===== src/rtl/dfr_cfg_pkg.sv =====
package dfr_cfg_pkg;

    localparam int NUM_VIRTUAL_NODES = 8;
    localparam int DATA_WIDTH        = 16;  // Signed samples and node states
    localparam int ACC_WIDTH         = 32;
    localparam int SAMPLE_ADDR_WIDTH = 6;   // 64 input samples
    localparam int NODE_SEL_WIDTH    = $clog2(NUM_VIRTUAL_NODES);

    // 1 passes the sample, 0 negates it
    localparam logic [NUM_VIRTUAL_NODES-1:0] INPUT_MASK = 8'b1011_0010;

    localparam int OUT_CREDITS   = 4;  // Also the output FIFO depth
    localparam int OUT_PTR_WIDTH = $clog2(OUT_CREDITS);
    localparam int OUT_CNT_WIDTH = $clog2(OUT_CREDITS + 1);

    localparam int REG_ADDR_WIDTH = 8;

    typedef enum logic [REG_ADDR_WIDTH-1:0] {
        REG_CTRL        = 8'h00,
        REG_STATUS      = 8'h04,
        REG_NUM_SAMPLES = 8'h08,
        REG_WEIGHT_BASE = 8'h10,  // 8 weights up to 0x17
        REG_INPUT_BASE  = 8'h40   // 64 samples up to 0x7F
    } dfr_reg_e;

    localparam logic [REG_ADDR_WIDTH-1:0] WEIGHT_ADDR_MASK = 8'hf8;
    localparam logic [REG_ADDR_WIDTH-1:0] INPUT_ADDR_MASK  = 8'hc0;

endpackage


===== src/rtl/dfr_ctrl_pkg.sv =====
package dfr_ctrl_pkg;

    // Per sample: FETCH once, STEP and READOUT once per node, then EMIT
    typedef enum logic [2:0] {
        ST_IDLE,
        ST_FETCH,
        ST_STEP,
        ST_READOUT,
        ST_EMIT,    // Waits here on back-pressure
        ST_DONE
    } dfr_state_e;

endpackage


===== src/rtl/dfr_core_top.sv =====
module dfr_core_top
    import dfr_cfg_pkg::*;
(
    input  logic                      s_axi_aclk_i,
    input  logic                      rst_n_i,
    input  logic                      reg_wen_i,
    input  logic                      reg_ren_i,
    input  logic [REG_ADDR_WIDTH-1:0] reg_addr_i,
    input  logic [31:0]               reg_wdata_i,
    output logic [31:0]               reg_rdata_o,
    output logic                      busy_o,
    output logic                      out_valid_o,
    output logic [ACC_WIDTH-1:0]      out_data_o,
    input  logic                      out_credit_i
);

    logic                                    start;
    logic                                    done;
    logic [SAMPLE_ADDR_WIDTH:0]              num_samples;
    logic [NUM_VIRTUAL_NODES*DATA_WIDTH-1:0] weights;
    logic                                    in_wen;
    logic [SAMPLE_ADDR_WIDTH-1:0]            in_waddr;
    logic [DATA_WIDTH-1:0]                   in_wdata;
    logic                                    res_push;
    logic                                    res_ready;
    logic [ACC_WIDTH-1:0]                    res_data;

    dfr_reg_decode dfr_reg_decode (
        .s_axi_aclk_i  (s_axi_aclk_i),
        .rst_n_i       (rst_n_i),
        .reg_wen_i     (reg_wen_i),
        .reg_ren_i     (reg_ren_i),
        .reg_addr_i    (reg_addr_i),
        .reg_wdata_i   (reg_wdata_i),
        .busy_i        (busy_o),
        .done_i        (done),
        .reg_rdata_o   (reg_rdata_o),
        .start_o       (start),
        .num_samples_o (num_samples),
        .weights_o     (weights),
        .in_wen_o      (in_wen),
        .in_waddr_o    (in_waddr),
        .in_wdata_o    (in_wdata)
    );

    dfr_execute dfr_execute (
        .s_axi_aclk_i  (s_axi_aclk_i),
        .rst_n_i       (rst_n_i),
        .start_i       (start),
        .num_samples_i (num_samples),
        .weights_i     (weights),
        .in_wen_i      (in_wen),
        .in_waddr_i    (in_waddr),
        .in_wdata_i    (in_wdata),
        .res_ready_i   (res_ready),
        .busy_o        (busy_o),
        .done_o        (done),
        .res_push_o    (res_push),
        .res_data_o    (res_data)
    );

    dfr_result dfr_result (
        .s_axi_aclk_i (s_axi_aclk_i),
        .rst_n_i      (rst_n_i),
        .res_push_i   (res_push),
        .res_data_i   (res_data),
        .out_credit_i (out_credit_i),
        .res_ready_o  (res_ready),
        .out_valid_o  (out_valid_o),
        .out_data_o   (out_data_o)
    );

endmodule


===== src/rtl/dfr_execute.sv =====
module dfr_execute
    import dfr_cfg_pkg::*, dfr_ctrl_pkg::*;
(
    input  logic                                    s_axi_aclk_i,
    input  logic                                    rst_n_i,
    input  logic                                    start_i,
    input  logic [SAMPLE_ADDR_WIDTH:0]              num_samples_i,
    input  logic [NUM_VIRTUAL_NODES*DATA_WIDTH-1:0] weights_i,
    input  logic                                    in_wen_i,
    input  logic [SAMPLE_ADDR_WIDTH-1:0]            in_waddr_i,
    input  logic [DATA_WIDTH-1:0]                   in_wdata_i,
    input  logic                                    res_ready_i,
    output logic                                    busy_o,
    output logic                                    done_o,
    output logic                                    res_push_o,
    output logic [ACC_WIDTH-1:0]                    res_data_o
);

    logic [DATA_WIDTH-1:0]                   in_mem [2**SAMPLE_ADDR_WIDTH];
    logic [DATA_WIDTH-1:0]                   sample_q;
    logic [SAMPLE_ADDR_WIDTH:0]              sample_cnt_q;
    logic [NODE_SEL_WIDTH-1:0]               node_cnt_q;
    logic [NUM_VIRTUAL_NODES*DATA_WIDTH-1:0] nodes;
    dfr_state_e                              state_q;
    logic                                    run_start;
    logic                                    last_node;

    always_ff @(posedge s_axi_aclk_i) begin
        if (in_wen_i) begin
            in_mem[in_waddr_i] <= in_wdata_i;
        end
    end

    always_ff @(posedge s_axi_aclk_i) begin
        if (state_q == ST_FETCH) begin
            sample_q <= in_mem[sample_cnt_q[SAMPLE_ADDR_WIDTH-1:0]];
        end
    end

    assign run_start = start_i && !busy_o;
    assign last_node = node_cnt_q == NODE_SEL_WIDTH'(NUM_VIRTUAL_NODES - 1);

    always_ff @(posedge s_axi_aclk_i) begin
        if (!rst_n_i) begin
            state_q      <= ST_IDLE;
            sample_cnt_q <= '0;
            node_cnt_q   <= '0;
        end else begin
            case (state_q)
                ST_IDLE, ST_DONE: begin
                    if (run_start) begin
                        // Empty run finishes at once
                        state_q      <= (num_samples_i == '0) ? ST_DONE : ST_FETCH;
                        sample_cnt_q <= '0;
                    end
                end
                ST_FETCH: begin
                    state_q    <= ST_STEP;
                    node_cnt_q <= '0;
                end
                ST_STEP: begin
                    node_cnt_q <= last_node ? '0 : node_cnt_q + 1'b1;
                    if (last_node) state_q <= ST_READOUT;
                end
                ST_READOUT: begin
                    node_cnt_q <= last_node ? '0 : node_cnt_q + 1'b1;
                    if (last_node) state_q <= ST_EMIT;
                end
                ST_EMIT: begin
                    if (res_ready_i) begin
                        if (sample_cnt_q + 1'b1 == num_samples_i) begin
                            state_q <= ST_DONE;
                        end else begin
                            sample_cnt_q <= sample_cnt_q + 1'b1;
                            state_q      <= ST_FETCH;
                        end
                    end
                end
                default: state_q <= ST_IDLE;
            endcase
        end
    end

    assign busy_o     = (state_q != ST_IDLE) && (state_q != ST_DONE);
    assign done_o     = state_q == ST_DONE;
    assign res_push_o = (state_q == ST_EMIT) && res_ready_i;

    dfr_reservoir dfr_reservoir (
        .s_axi_aclk_i (s_axi_aclk_i),
        .rst_n_i      (rst_n_i),
        .clear_i      (run_start),  // Fresh ring state per run
        .step_i       (state_q == ST_STEP),
        .node_sel_i   (node_cnt_q),
        .sample_i     (sample_q),
        .nodes_o      (nodes)
    );

    dfr_readout dfr_readout (
        .s_axi_aclk_i (s_axi_aclk_i),
        .rst_n_i      (rst_n_i),
        .clear_i      (state_q == ST_FETCH),
        .mac_i        (state_q == ST_READOUT),
        .node_sel_i   (node_cnt_q),
        .nodes_i      (nodes),
        .weights_i    (weights_i),
        .acc_o        (res_data_o)
    );

    // Never into a full FIFO or past the programmed sample count
    a_push_ready: assert property (@(posedge s_axi_aclk_i) disable iff (!rst_n_i)
        res_push_o |-> res_ready_i && (sample_cnt_q < num_samples_i));

endmodule


===== src/rtl/dfr_readout.sv =====
module dfr_readout
    import dfr_cfg_pkg::*;
(
    input  logic                                    s_axi_aclk_i,
    input  logic                                    rst_n_i,
    input  logic                                    clear_i,
    input  logic                                    mac_i,
    input  logic [NODE_SEL_WIDTH-1:0]               node_sel_i,
    input  logic [NUM_VIRTUAL_NODES*DATA_WIDTH-1:0] nodes_i,
    input  logic [NUM_VIRTUAL_NODES*DATA_WIDTH-1:0] weights_i,
    output logic [ACC_WIDTH-1:0]                    acc_o
);

    logic signed [DATA_WIDTH-1:0]   node;
    logic signed [DATA_WIDTH-1:0]   weight;
    logic signed [2*DATA_WIDTH-1:0] product;
    logic [ACC_WIDTH-1:0]           acc_q;

    assign node    = nodes_i[node_sel_i*DATA_WIDTH +: DATA_WIDTH];
    assign weight  = weights_i[node_sel_i*DATA_WIDTH +: DATA_WIDTH];
    assign product = node * weight;

    // Accumulator wraps on overflow
    always_ff @(posedge s_axi_aclk_i) begin
        if (!rst_n_i || clear_i) begin
            acc_q <= '0;
        end else if (mac_i) begin
            acc_q <= acc_q + ACC_WIDTH'(product);
        end
    end

    assign acc_o = acc_q;

endmodule


===== src/rtl/dfr_reg_decode.sv =====
module dfr_reg_decode
    import dfr_cfg_pkg::*;
(
    input  logic                                    s_axi_aclk_i,
    input  logic                                    rst_n_i,
    input  logic                                    reg_wen_i,
    input  logic                                    reg_ren_i,
    input  logic [REG_ADDR_WIDTH-1:0]               reg_addr_i,
    input  logic [31:0]                             reg_wdata_i,
    input  logic                                    busy_i,
    input  logic                                    done_i,
    output logic [31:0]                             reg_rdata_o,
    output logic                                    start_o,
    output logic [SAMPLE_ADDR_WIDTH:0]              num_samples_o,
    output logic [NUM_VIRTUAL_NODES*DATA_WIDTH-1:0] weights_o,
    output logic                                    in_wen_o,
    output logic [SAMPLE_ADDR_WIDTH-1:0]            in_waddr_o,
    output logic [DATA_WIDTH-1:0]                   in_wdata_o
);

    logic [DATA_WIDTH-1:0]        weight_q [NUM_VIRTUAL_NODES];
    logic [SAMPLE_ADDR_WIDTH:0]   num_samples_q;
    logic [31:0]                  rdata_q;
    logic                         is_weight;
    logic                         is_input;
    logic                         cfg_wen;
    logic [NODE_SEL_WIDTH-1:0]    weight_idx;

    assign is_weight  = (reg_addr_i & WEIGHT_ADDR_MASK) == REG_WEIGHT_BASE;
    assign is_input   = (reg_addr_i & INPUT_ADDR_MASK) == REG_INPUT_BASE;
    assign weight_idx = reg_addr_i[NODE_SEL_WIDTH-1:0];
    assign cfg_wen    = reg_wen_i && !busy_i;  // Config locked during a run

    assign start_o    = cfg_wen && (reg_addr_i == REG_CTRL) && reg_wdata_i[0];
    assign in_wen_o   = cfg_wen && is_input;
    assign in_waddr_o = reg_addr_i[SAMPLE_ADDR_WIDTH-1:0];
    assign in_wdata_o = reg_wdata_i[DATA_WIDTH-1:0];

    always_ff @(posedge s_axi_aclk_i) begin
        if (!rst_n_i) begin
            num_samples_q <= '0;
        end else if (cfg_wen && reg_addr_i == REG_NUM_SAMPLES) begin
            num_samples_q <= reg_wdata_i[SAMPLE_ADDR_WIDTH:0];
        end
    end

    always_ff @(posedge s_axi_aclk_i) begin
        if (cfg_wen && is_weight) begin
            weight_q[weight_idx] <= reg_wdata_i[DATA_WIDTH-1:0];
        end
    end

    always_ff @(posedge s_axi_aclk_i) begin
        if (!rst_n_i) begin
            rdata_q <= '0;
        end else if (reg_ren_i) begin
            if (is_weight) begin
                rdata_q <= 32'(weight_q[weight_idx]);
            end else begin
                case (reg_addr_i)
                    REG_STATUS:      rdata_q <= {30'b0, done_i, busy_i};
                    REG_NUM_SAMPLES: rdata_q <= 32'(num_samples_q);
                    default:         rdata_q <= '0;
                endcase
            end
        end
    end

    for (genvar i = 0; i < NUM_VIRTUAL_NODES; i++) begin : g_weights
        assign weights_o[i*DATA_WIDTH +: DATA_WIDTH] = weight_q[i];
    end

    assign num_samples_o = num_samples_q;
    assign reg_rdata_o   = rdata_q;

    // Start only from idle, and the core must react on the next cycle
    a_start_idle: assert property (@(posedge s_axi_aclk_i) disable iff (!rst_n_i)
        start_o |-> !busy_i ##1 (busy_i || done_i));

endmodule


===== src/rtl/dfr_reservoir.sv =====
module dfr_reservoir
    import dfr_cfg_pkg::*;
(
    input  logic                                    s_axi_aclk_i,
    input  logic                                    rst_n_i,
    input  logic                                    clear_i,
    input  logic                                    step_i,
    input  logic [NODE_SEL_WIDTH-1:0]               node_sel_i,
    input  logic [DATA_WIDTH-1:0]                   sample_i,
    output logic [NUM_VIRTUAL_NODES*DATA_WIDTH-1:0] nodes_o
);

    logic [DATA_WIDTH-1:0] node_q [NUM_VIRTUAL_NODES];
    logic [DATA_WIDTH-1:0] node_prev;
    logic [DATA_WIDTH+1:0] sample_ext;
    logic [DATA_WIDTH+1:0] masked;
    logic [DATA_WIDTH+1:0] feedback;
    logic [DATA_WIDTH+1:0] sum;
    logic [DATA_WIDTH-1:0] sat;

    assign node_prev  = node_q[node_sel_i];
    assign sample_ext = {{2{sample_i[DATA_WIDTH-1]}}, sample_i};
    assign masked     = INPUT_MASK[node_sel_i] ? sample_ext : -sample_ext;
    // Half of the value from the previous ring turn
    assign feedback   = {{3{node_prev[DATA_WIDTH-1]}}, node_prev[DATA_WIDTH-1:1]};
    assign sum        = masked + feedback;

    always_comb begin
        if (sum[DATA_WIDTH+1:DATA_WIDTH-1] == '0 || sum[DATA_WIDTH+1:DATA_WIDTH-1] == '1) begin
            sat = sum[DATA_WIDTH-1:0];
        end else if (sum[DATA_WIDTH+1]) begin
            sat = {1'b1, {(DATA_WIDTH-1){1'b0}}};  // Most negative
        end else begin
            sat = {1'b0, {(DATA_WIDTH-1){1'b1}}};
        end
    end

    always_ff @(posedge s_axi_aclk_i) begin
        if (!rst_n_i || clear_i) begin
            for (int i = 0; i < NUM_VIRTUAL_NODES; i++) begin
                node_q[i] <= '0;
            end
        end else if (step_i) begin
            node_q[node_sel_i] <= sat;
        end
    end

    for (genvar i = 0; i < NUM_VIRTUAL_NODES; i++) begin : g_nodes
        assign nodes_o[i*DATA_WIDTH +: DATA_WIDTH] = node_q[i];
    end

endmodule


===== src/rtl/dfr_result.sv =====
module dfr_result
    import dfr_cfg_pkg::*;
(
    input  logic                 s_axi_aclk_i,
    input  logic                 rst_n_i,
    input  logic                 res_push_i,
    input  logic [ACC_WIDTH-1:0] res_data_i,
    input  logic                 out_credit_i,
    output logic                 res_ready_o,
    output logic                 out_valid_o,
    output logic [ACC_WIDTH-1:0] out_data_o
);

    logic [ACC_WIDTH-1:0]     fifo_q [OUT_CREDITS];
    logic [OUT_PTR_WIDTH-1:0] wr_ptr_q;
    logic [OUT_PTR_WIDTH-1:0] rd_ptr_q;
    logic [OUT_CNT_WIDTH-1:0] count_q;
    logic [OUT_CNT_WIDTH-1:0] credit_q;
    logic [ACC_WIDTH-1:0]     out_data_q;
    logic                     out_valid_q;
    logic                     send;

    assign res_ready_o = count_q != OUT_CNT_WIDTH'(OUT_CREDITS);
    assign send        = (count_q != '0) && (credit_q != '0);

    always_ff @(posedge s_axi_aclk_i) begin
        if (res_push_i) begin
            fifo_q[wr_ptr_q] <= res_data_i;
        end
        if (send) begin
            out_data_q <= fifo_q[rd_ptr_q];
        end
    end

    always_ff @(posedge s_axi_aclk_i) begin
        if (!rst_n_i) begin
            wr_ptr_q    <= '0;
            rd_ptr_q    <= '0;
            count_q     <= '0;
            credit_q    <= OUT_CNT_WIDTH'(OUT_CREDITS);
            out_valid_q <= 1'b0;
        end else begin
            if (res_push_i) wr_ptr_q <= wr_ptr_q + 1'b1;
            if (send) rd_ptr_q <= rd_ptr_q + 1'b1;
            case ({res_push_i, send})
                2'b10:   count_q <= count_q + 1'b1;
                2'b01:   count_q <= count_q - 1'b1;
                default: count_q <= count_q;
            endcase
            case ({out_credit_i, send})  // Return and spend cancel out
                2'b10:   credit_q <= credit_q + 1'b1;
                2'b01:   credit_q <= credit_q - 1'b1;
                default: credit_q <= credit_q;
            endcase
            out_valid_q <= send;
        end
    end

    assign out_valid_o = out_valid_q;
    assign out_data_o  = out_data_q;

    // Consumer must not return more credits than it was given
    a_credit_max: assert property (@(posedge s_axi_aclk_i) disable iff (!rst_n_i)
        credit_q <= OUT_CNT_WIDTH'(OUT_CREDITS));

endmodule


===== config.mk =====
export PLATFORM = sky130hd
export DESIGN_NAME = dfr_core_top
export DESIGN_NICKNAME = d
export VERILOG_FILES = /design/src/rtl/dfr_cfg_pkg.sv /design/src/rtl/dfr_ctrl_pkg.sv /design/src/rtl/dfr_core_top.sv /design/src/rtl/dfr_execute.sv /design/src/rtl/dfr_readout.sv /design/src/rtl/dfr_reg_decode.sv /design/src/rtl/dfr_reservoir.sv /design/src/rtl/dfr_result.sv
export SDC_FILE = /design/constraint.sdc
export NUM_CORES = 2
export LEC_CHECK = 0
export BUFFER_PORTS_ARGS = -buffer_cell sky130_fd_sc_hd__buf_2
export CAP_MARGIN = 20
export CELL_PAD_IN_SITES_DETAIL_PLACEMENT = 2
export CELL_PAD_IN_SITES_GLOBAL_PLACEMENT = 2
export CORE_ASPECT_RATIO = 1.2
export CORE_MARGIN = 3
export CORE_UTILIZATION = 25
export CTS_BUF_LIST = sky130_fd_sc_hd__clkbuf_8
export CTS_CLUSTER_SIZE = 16
export DETAILED_ROUTE_END_ITERATION = 10
export PLACE_DENSITY = 0.49
export SLEW_MARGIN = 15
export SYNTH_ARGS = -nofsm -noshare
export SYNTH_HDL_FRONTEND = slang
export SYNTH_SLANG_ARGS = --single-unit

===== constraint.sdc =====
create_clock -name s_axi_aclk_i -period 7.65 [get_ports s_axi_aclk_i]
set_input_delay 0 -clock s_axi_aclk_i [delete_from_list [all_inputs] [get_ports s_axi_aclk_i]]
set_output_delay 0 -clock s_axi_aclk_i [all_outputs]
set_load 0.01 [all_outputs]

==> metrics.md <==
| Metric | Value |
|---|---|
| Tmin final | 7250 ps |
| Final period util | 0.947 |
| Post-route ant nets | 0 |
| Worst Clk Skew | about 110 ps |
| Slew Limit Fails | 0 |
| Leading cell types by total area after synthesis | edfxtp_1 61%, mux4_2 12%, fa_1 8.2% |
| Max Buffers Root-to-Sink | 4 |
| Nets@finish | 5267 |
| Critical path required time | about 8500 ps |
| #FFs+latches synth | roughly 1500 |
| Drt pass-1 iters | 5 |
| Initial Utilization | 0.252 |
| Worst min path class | input port to flip-flop |
| Clk sinks | around 1500 |
| Critical path type | flip-flop to flip-flop |
| Cell count of the worst reg-to-reg path | 28 |
| Layout cells sized above 1 | 0.241 |
| First-pass GRT wire length | 333000 um |
| Hold Path Sink | dfr_reg_decode.reg_rdata_o[2] |
| CP arrival | slightly above 8000 ps |
| Final hold violation count | 0 |
| Die Height | 595 um |
| Antenna violations before repair | 16 |
| Ys flop type | edfxtp_1 |
| Cts bufs inserted | 288 |
| Most repeated library cell on the critical path | fa_1 |
| Vias in the first global route | about 46000 |
| Post-synth EDFFs | between 1000 and 1500 |
| RSZ-0062 raised after global routing | true |
| Gr usage total | 0.154 |
| I/O Pins | about 110 |
| Async SR Flop Fraction | 0 |
| Cell count along the critical path | 28 |
| TNS Setup | 0 ps |
| Vias | between 30000 and 40000 |
| Clock-pin slew on the worst setup and hold paths | 70 ps |
| Fin util | 0.295 |
| Post-Route WL | about 230000 um |
| Worst Tran Pin Value | around 1100 ps |
| Synth top area share | 0.606 |
| Crit path capture type | flip-flop |
| Number of port buffers | 78 |
| Worst R2R Start | dfr_execute.node_cnt_q[1] |
| Post-Synthesis Cells | 4352 |
| Grt total ovfl | 0 |
| Initial drt markers | ~2000 |
| Hold Startpoint | reg_addr_i[6] |
| Seq/Total Area, Yosys | 0.629 |
| DRC Markers | 0 |
| Largest net degree at the start of global routing | 95 |
| Htree depth | 5 |
| Fillers | ~30000 |
| Master of the slowest instance on the critical path | fa_1 |
| Synth-to-layout area growth | 17.0% |
| Hold Path Stages | 5 |
| Non-Filler Instances | approximately 8800 |
| Max FO, Critical Path | 8 |
| Flop-to-flop setup slack | 400 ps |
| Placer Congestion | between 0.7 and 0.8 |
| Critical R2R Capture | dfr_execute.dfr_readout.acc_o[30] |
| DP HPWL | between 150000 and 200000 um |
| Most area-hungry cell type in the Yosys netlist | edfxtp_1 |
| CP delay by family, top | adder cells |
| Max frequency | roughly 0.14 GHz |
| CP startpoint kind | flip-flop |
| Smallest hold slack | 118 ps |
| Mapped Avg Cell Area | between 15 and 20 sq um |
| Final setup vio count | 0 |
| Mapped Area | approximately 72000 sq um |
| Largest stage delay, worst path | 610 ps |
| Wire per inst | between 20 and 30 um |
| Post-Place Cells | ~8300 |
| Count of unique library cells instantiated by Yosys | 74 |
| Die area | a little under 300000 sq um |
| Rel. slew slack | 0.256 |
| DR vias/cell | ~4.5 |
| TritonCTS clock tree | done |
| Yosys warning count | 0 |
| Die X | 496 um |
| Root buffer cell | clkbuf_8 |
| Clock Latency Late Sink | about 940 ps |
| Placement Rows | between 200 and 250 |
| Status | finished clean |
| Core area | ~290000 sq um |
| Critical path buffers and inverters | 9 |
| Max Cap Viol | 0 |
-- cells by family (layout without fill, tap and decap cells) --
kind of cell	Yosys count	count (layout)	synth area share
AO/OA/AOI/OAI	444	444	0.0438
XOR/XNOR	80	80	0.0102
adder cells (fa/ha/maj)	420	420	0.104
buffers and inverters	586	1235	0.0315
flip-flops	1539	1539	0.629
multiplexers	426	426	0.128
other	1	23	0.0000520
AND/OR/NAND/NOR	856	856	0.0536
-- layout by cell type, fill, tap and decap left out, types with 29 or more instances in the layout --
master         instances
a22oi_1              154
dlygate4sd3_1         34
a21oi_1               79
xnor2_1               43
dfxtp_1               77
clkbuf_8             296
inv_1                439
nand2_1              205
xor2_1                34
buf_2                 78
nand3_1               35
mux4_2               398
o21ai_0               38
buf_4                242
nor2_2                32
ha_1                 125
edfxtp_1            1456
nor2_1               394
fa_1                 295
clkinv_1              71
nand4_1               29
-- metal layers --
layer | up-vias | track usage | wire length (um)
met5 | - | 0 | 35
met2 | 667 | 0.288 | 123000
met4 | 4 | 0.0386 | 5380
li1 | 17400 | - | -
met3 | 316 | 0.0213 | 6720
met1 | 21500 | 0.183 | 91800
-- metrics by stage --
| step | setup WS [ps] | instance area (sq um) |
|---|---|---|
| after floorplan | 177 | 72200 |
| after global placement | 49.1 | 78700 |
| after detailed placement | -37.0 | 78700 |
| after CTS | 26.8 | 84200 |
| after global routing | 0.114 | 84400 |
| final | 402 | 84400 |
-- sequential cells by signal (all words and copies together) (netlist names), 3 cells and up, named ones only --
name	count
dfr_execute.state_q	3
dfr_result.count_q	3
dfr_execute.dfr_readout.acc_o	32
dfr_execute.in_mem	1024
dfr_result.out_data_o	32
dfr_reg_decode.weight_q	128
dfr_reg_decode.num_samples_o	7
dfr_result.credit_q	3
dfr_execute.sample_q	16
dfr_reg_decode.reg_rdata_o	16
dfr_execute.sample_cnt_q	7
dfr_execute.node_cnt_q	3
dfr_execute.dfr_reservoir.node_q	128
dfr_result.fifo_q	128
-- layout make-up --
cell class / instances / area, sq um / share of cell area
clock inverter: 208 / 1110 / 0.0132
sequential: 1539 / 45400 / 0.538
antenna: 7 / 17.5 / 0.000207
inverter: 354 / 1330 / 0.0158
tap: 3797 / 4750 / 0.0563
timing repair buffer: 377 / 2940 / 0.0349
multi-input combinational: 2242 / 24800 / 0.294
clock buffer: 296 / 4070 / 0.0482
-- tightest hold or removal path, cell delays in order --
cell and delay, ps:
buf_2 210, or3_1 360, a31oi_1 120, a21oi_1 180
a211oi_1 90
-- cell usage after synthesis, types with 29 or more instances --
library cell     n
nand4_1         29
buf_1           47
inv_1          354
a21oi_1         80
a22oi_1        154
nand2_1        205
dfxtp_1         83
mux4_2         398
xor2_1          34
ha_1           125
fa_1           295
xnor2_1         43
nand3_1         35
clkbuf_1       163
o21ai_0         41
edfxtp_1      1456
nor2_1         427
-- worst max path at each step --
stage / to / slack (ps) / from
floorplan: dfr_execute.dfr_readout.acc_o[30] / 180 / dfr_execute.node_cnt_q[0]
global placement: dfr_execute.dfr_readout.acc_o[31] / 50 / dfr_execute.node_cnt_q[2]
detailed placement: dfr_execute.dfr_readout.acc_o[31] / -40 / dfr_execute.node_cnt_q[1]
CTS: dfr_execute.dfr_readout.acc_o[31] / 30 / dfr_execute.node_cnt_q[1]
global route: dfr_execute.dfr_readout.acc_o[22] / 0.1 / dfr_execute.node_cnt_q[1]
finish: dfr_execute.dfr_readout.acc_o[30] / 400 / dfr_execute.node_cnt_q[1]
-- repair_timing --
item	4_1_cts	5_1_grt
hold buffers	34	0
endpoints found under the hold margin	1443	0
endpoints found under the setup margin	0	12
gates resized for setup	0	33
buffers inserted	0	3
Power is left out: the tool's default activity adds up to more than one toggle a clock period on the data nets, which glitch-free logic cannot reach.
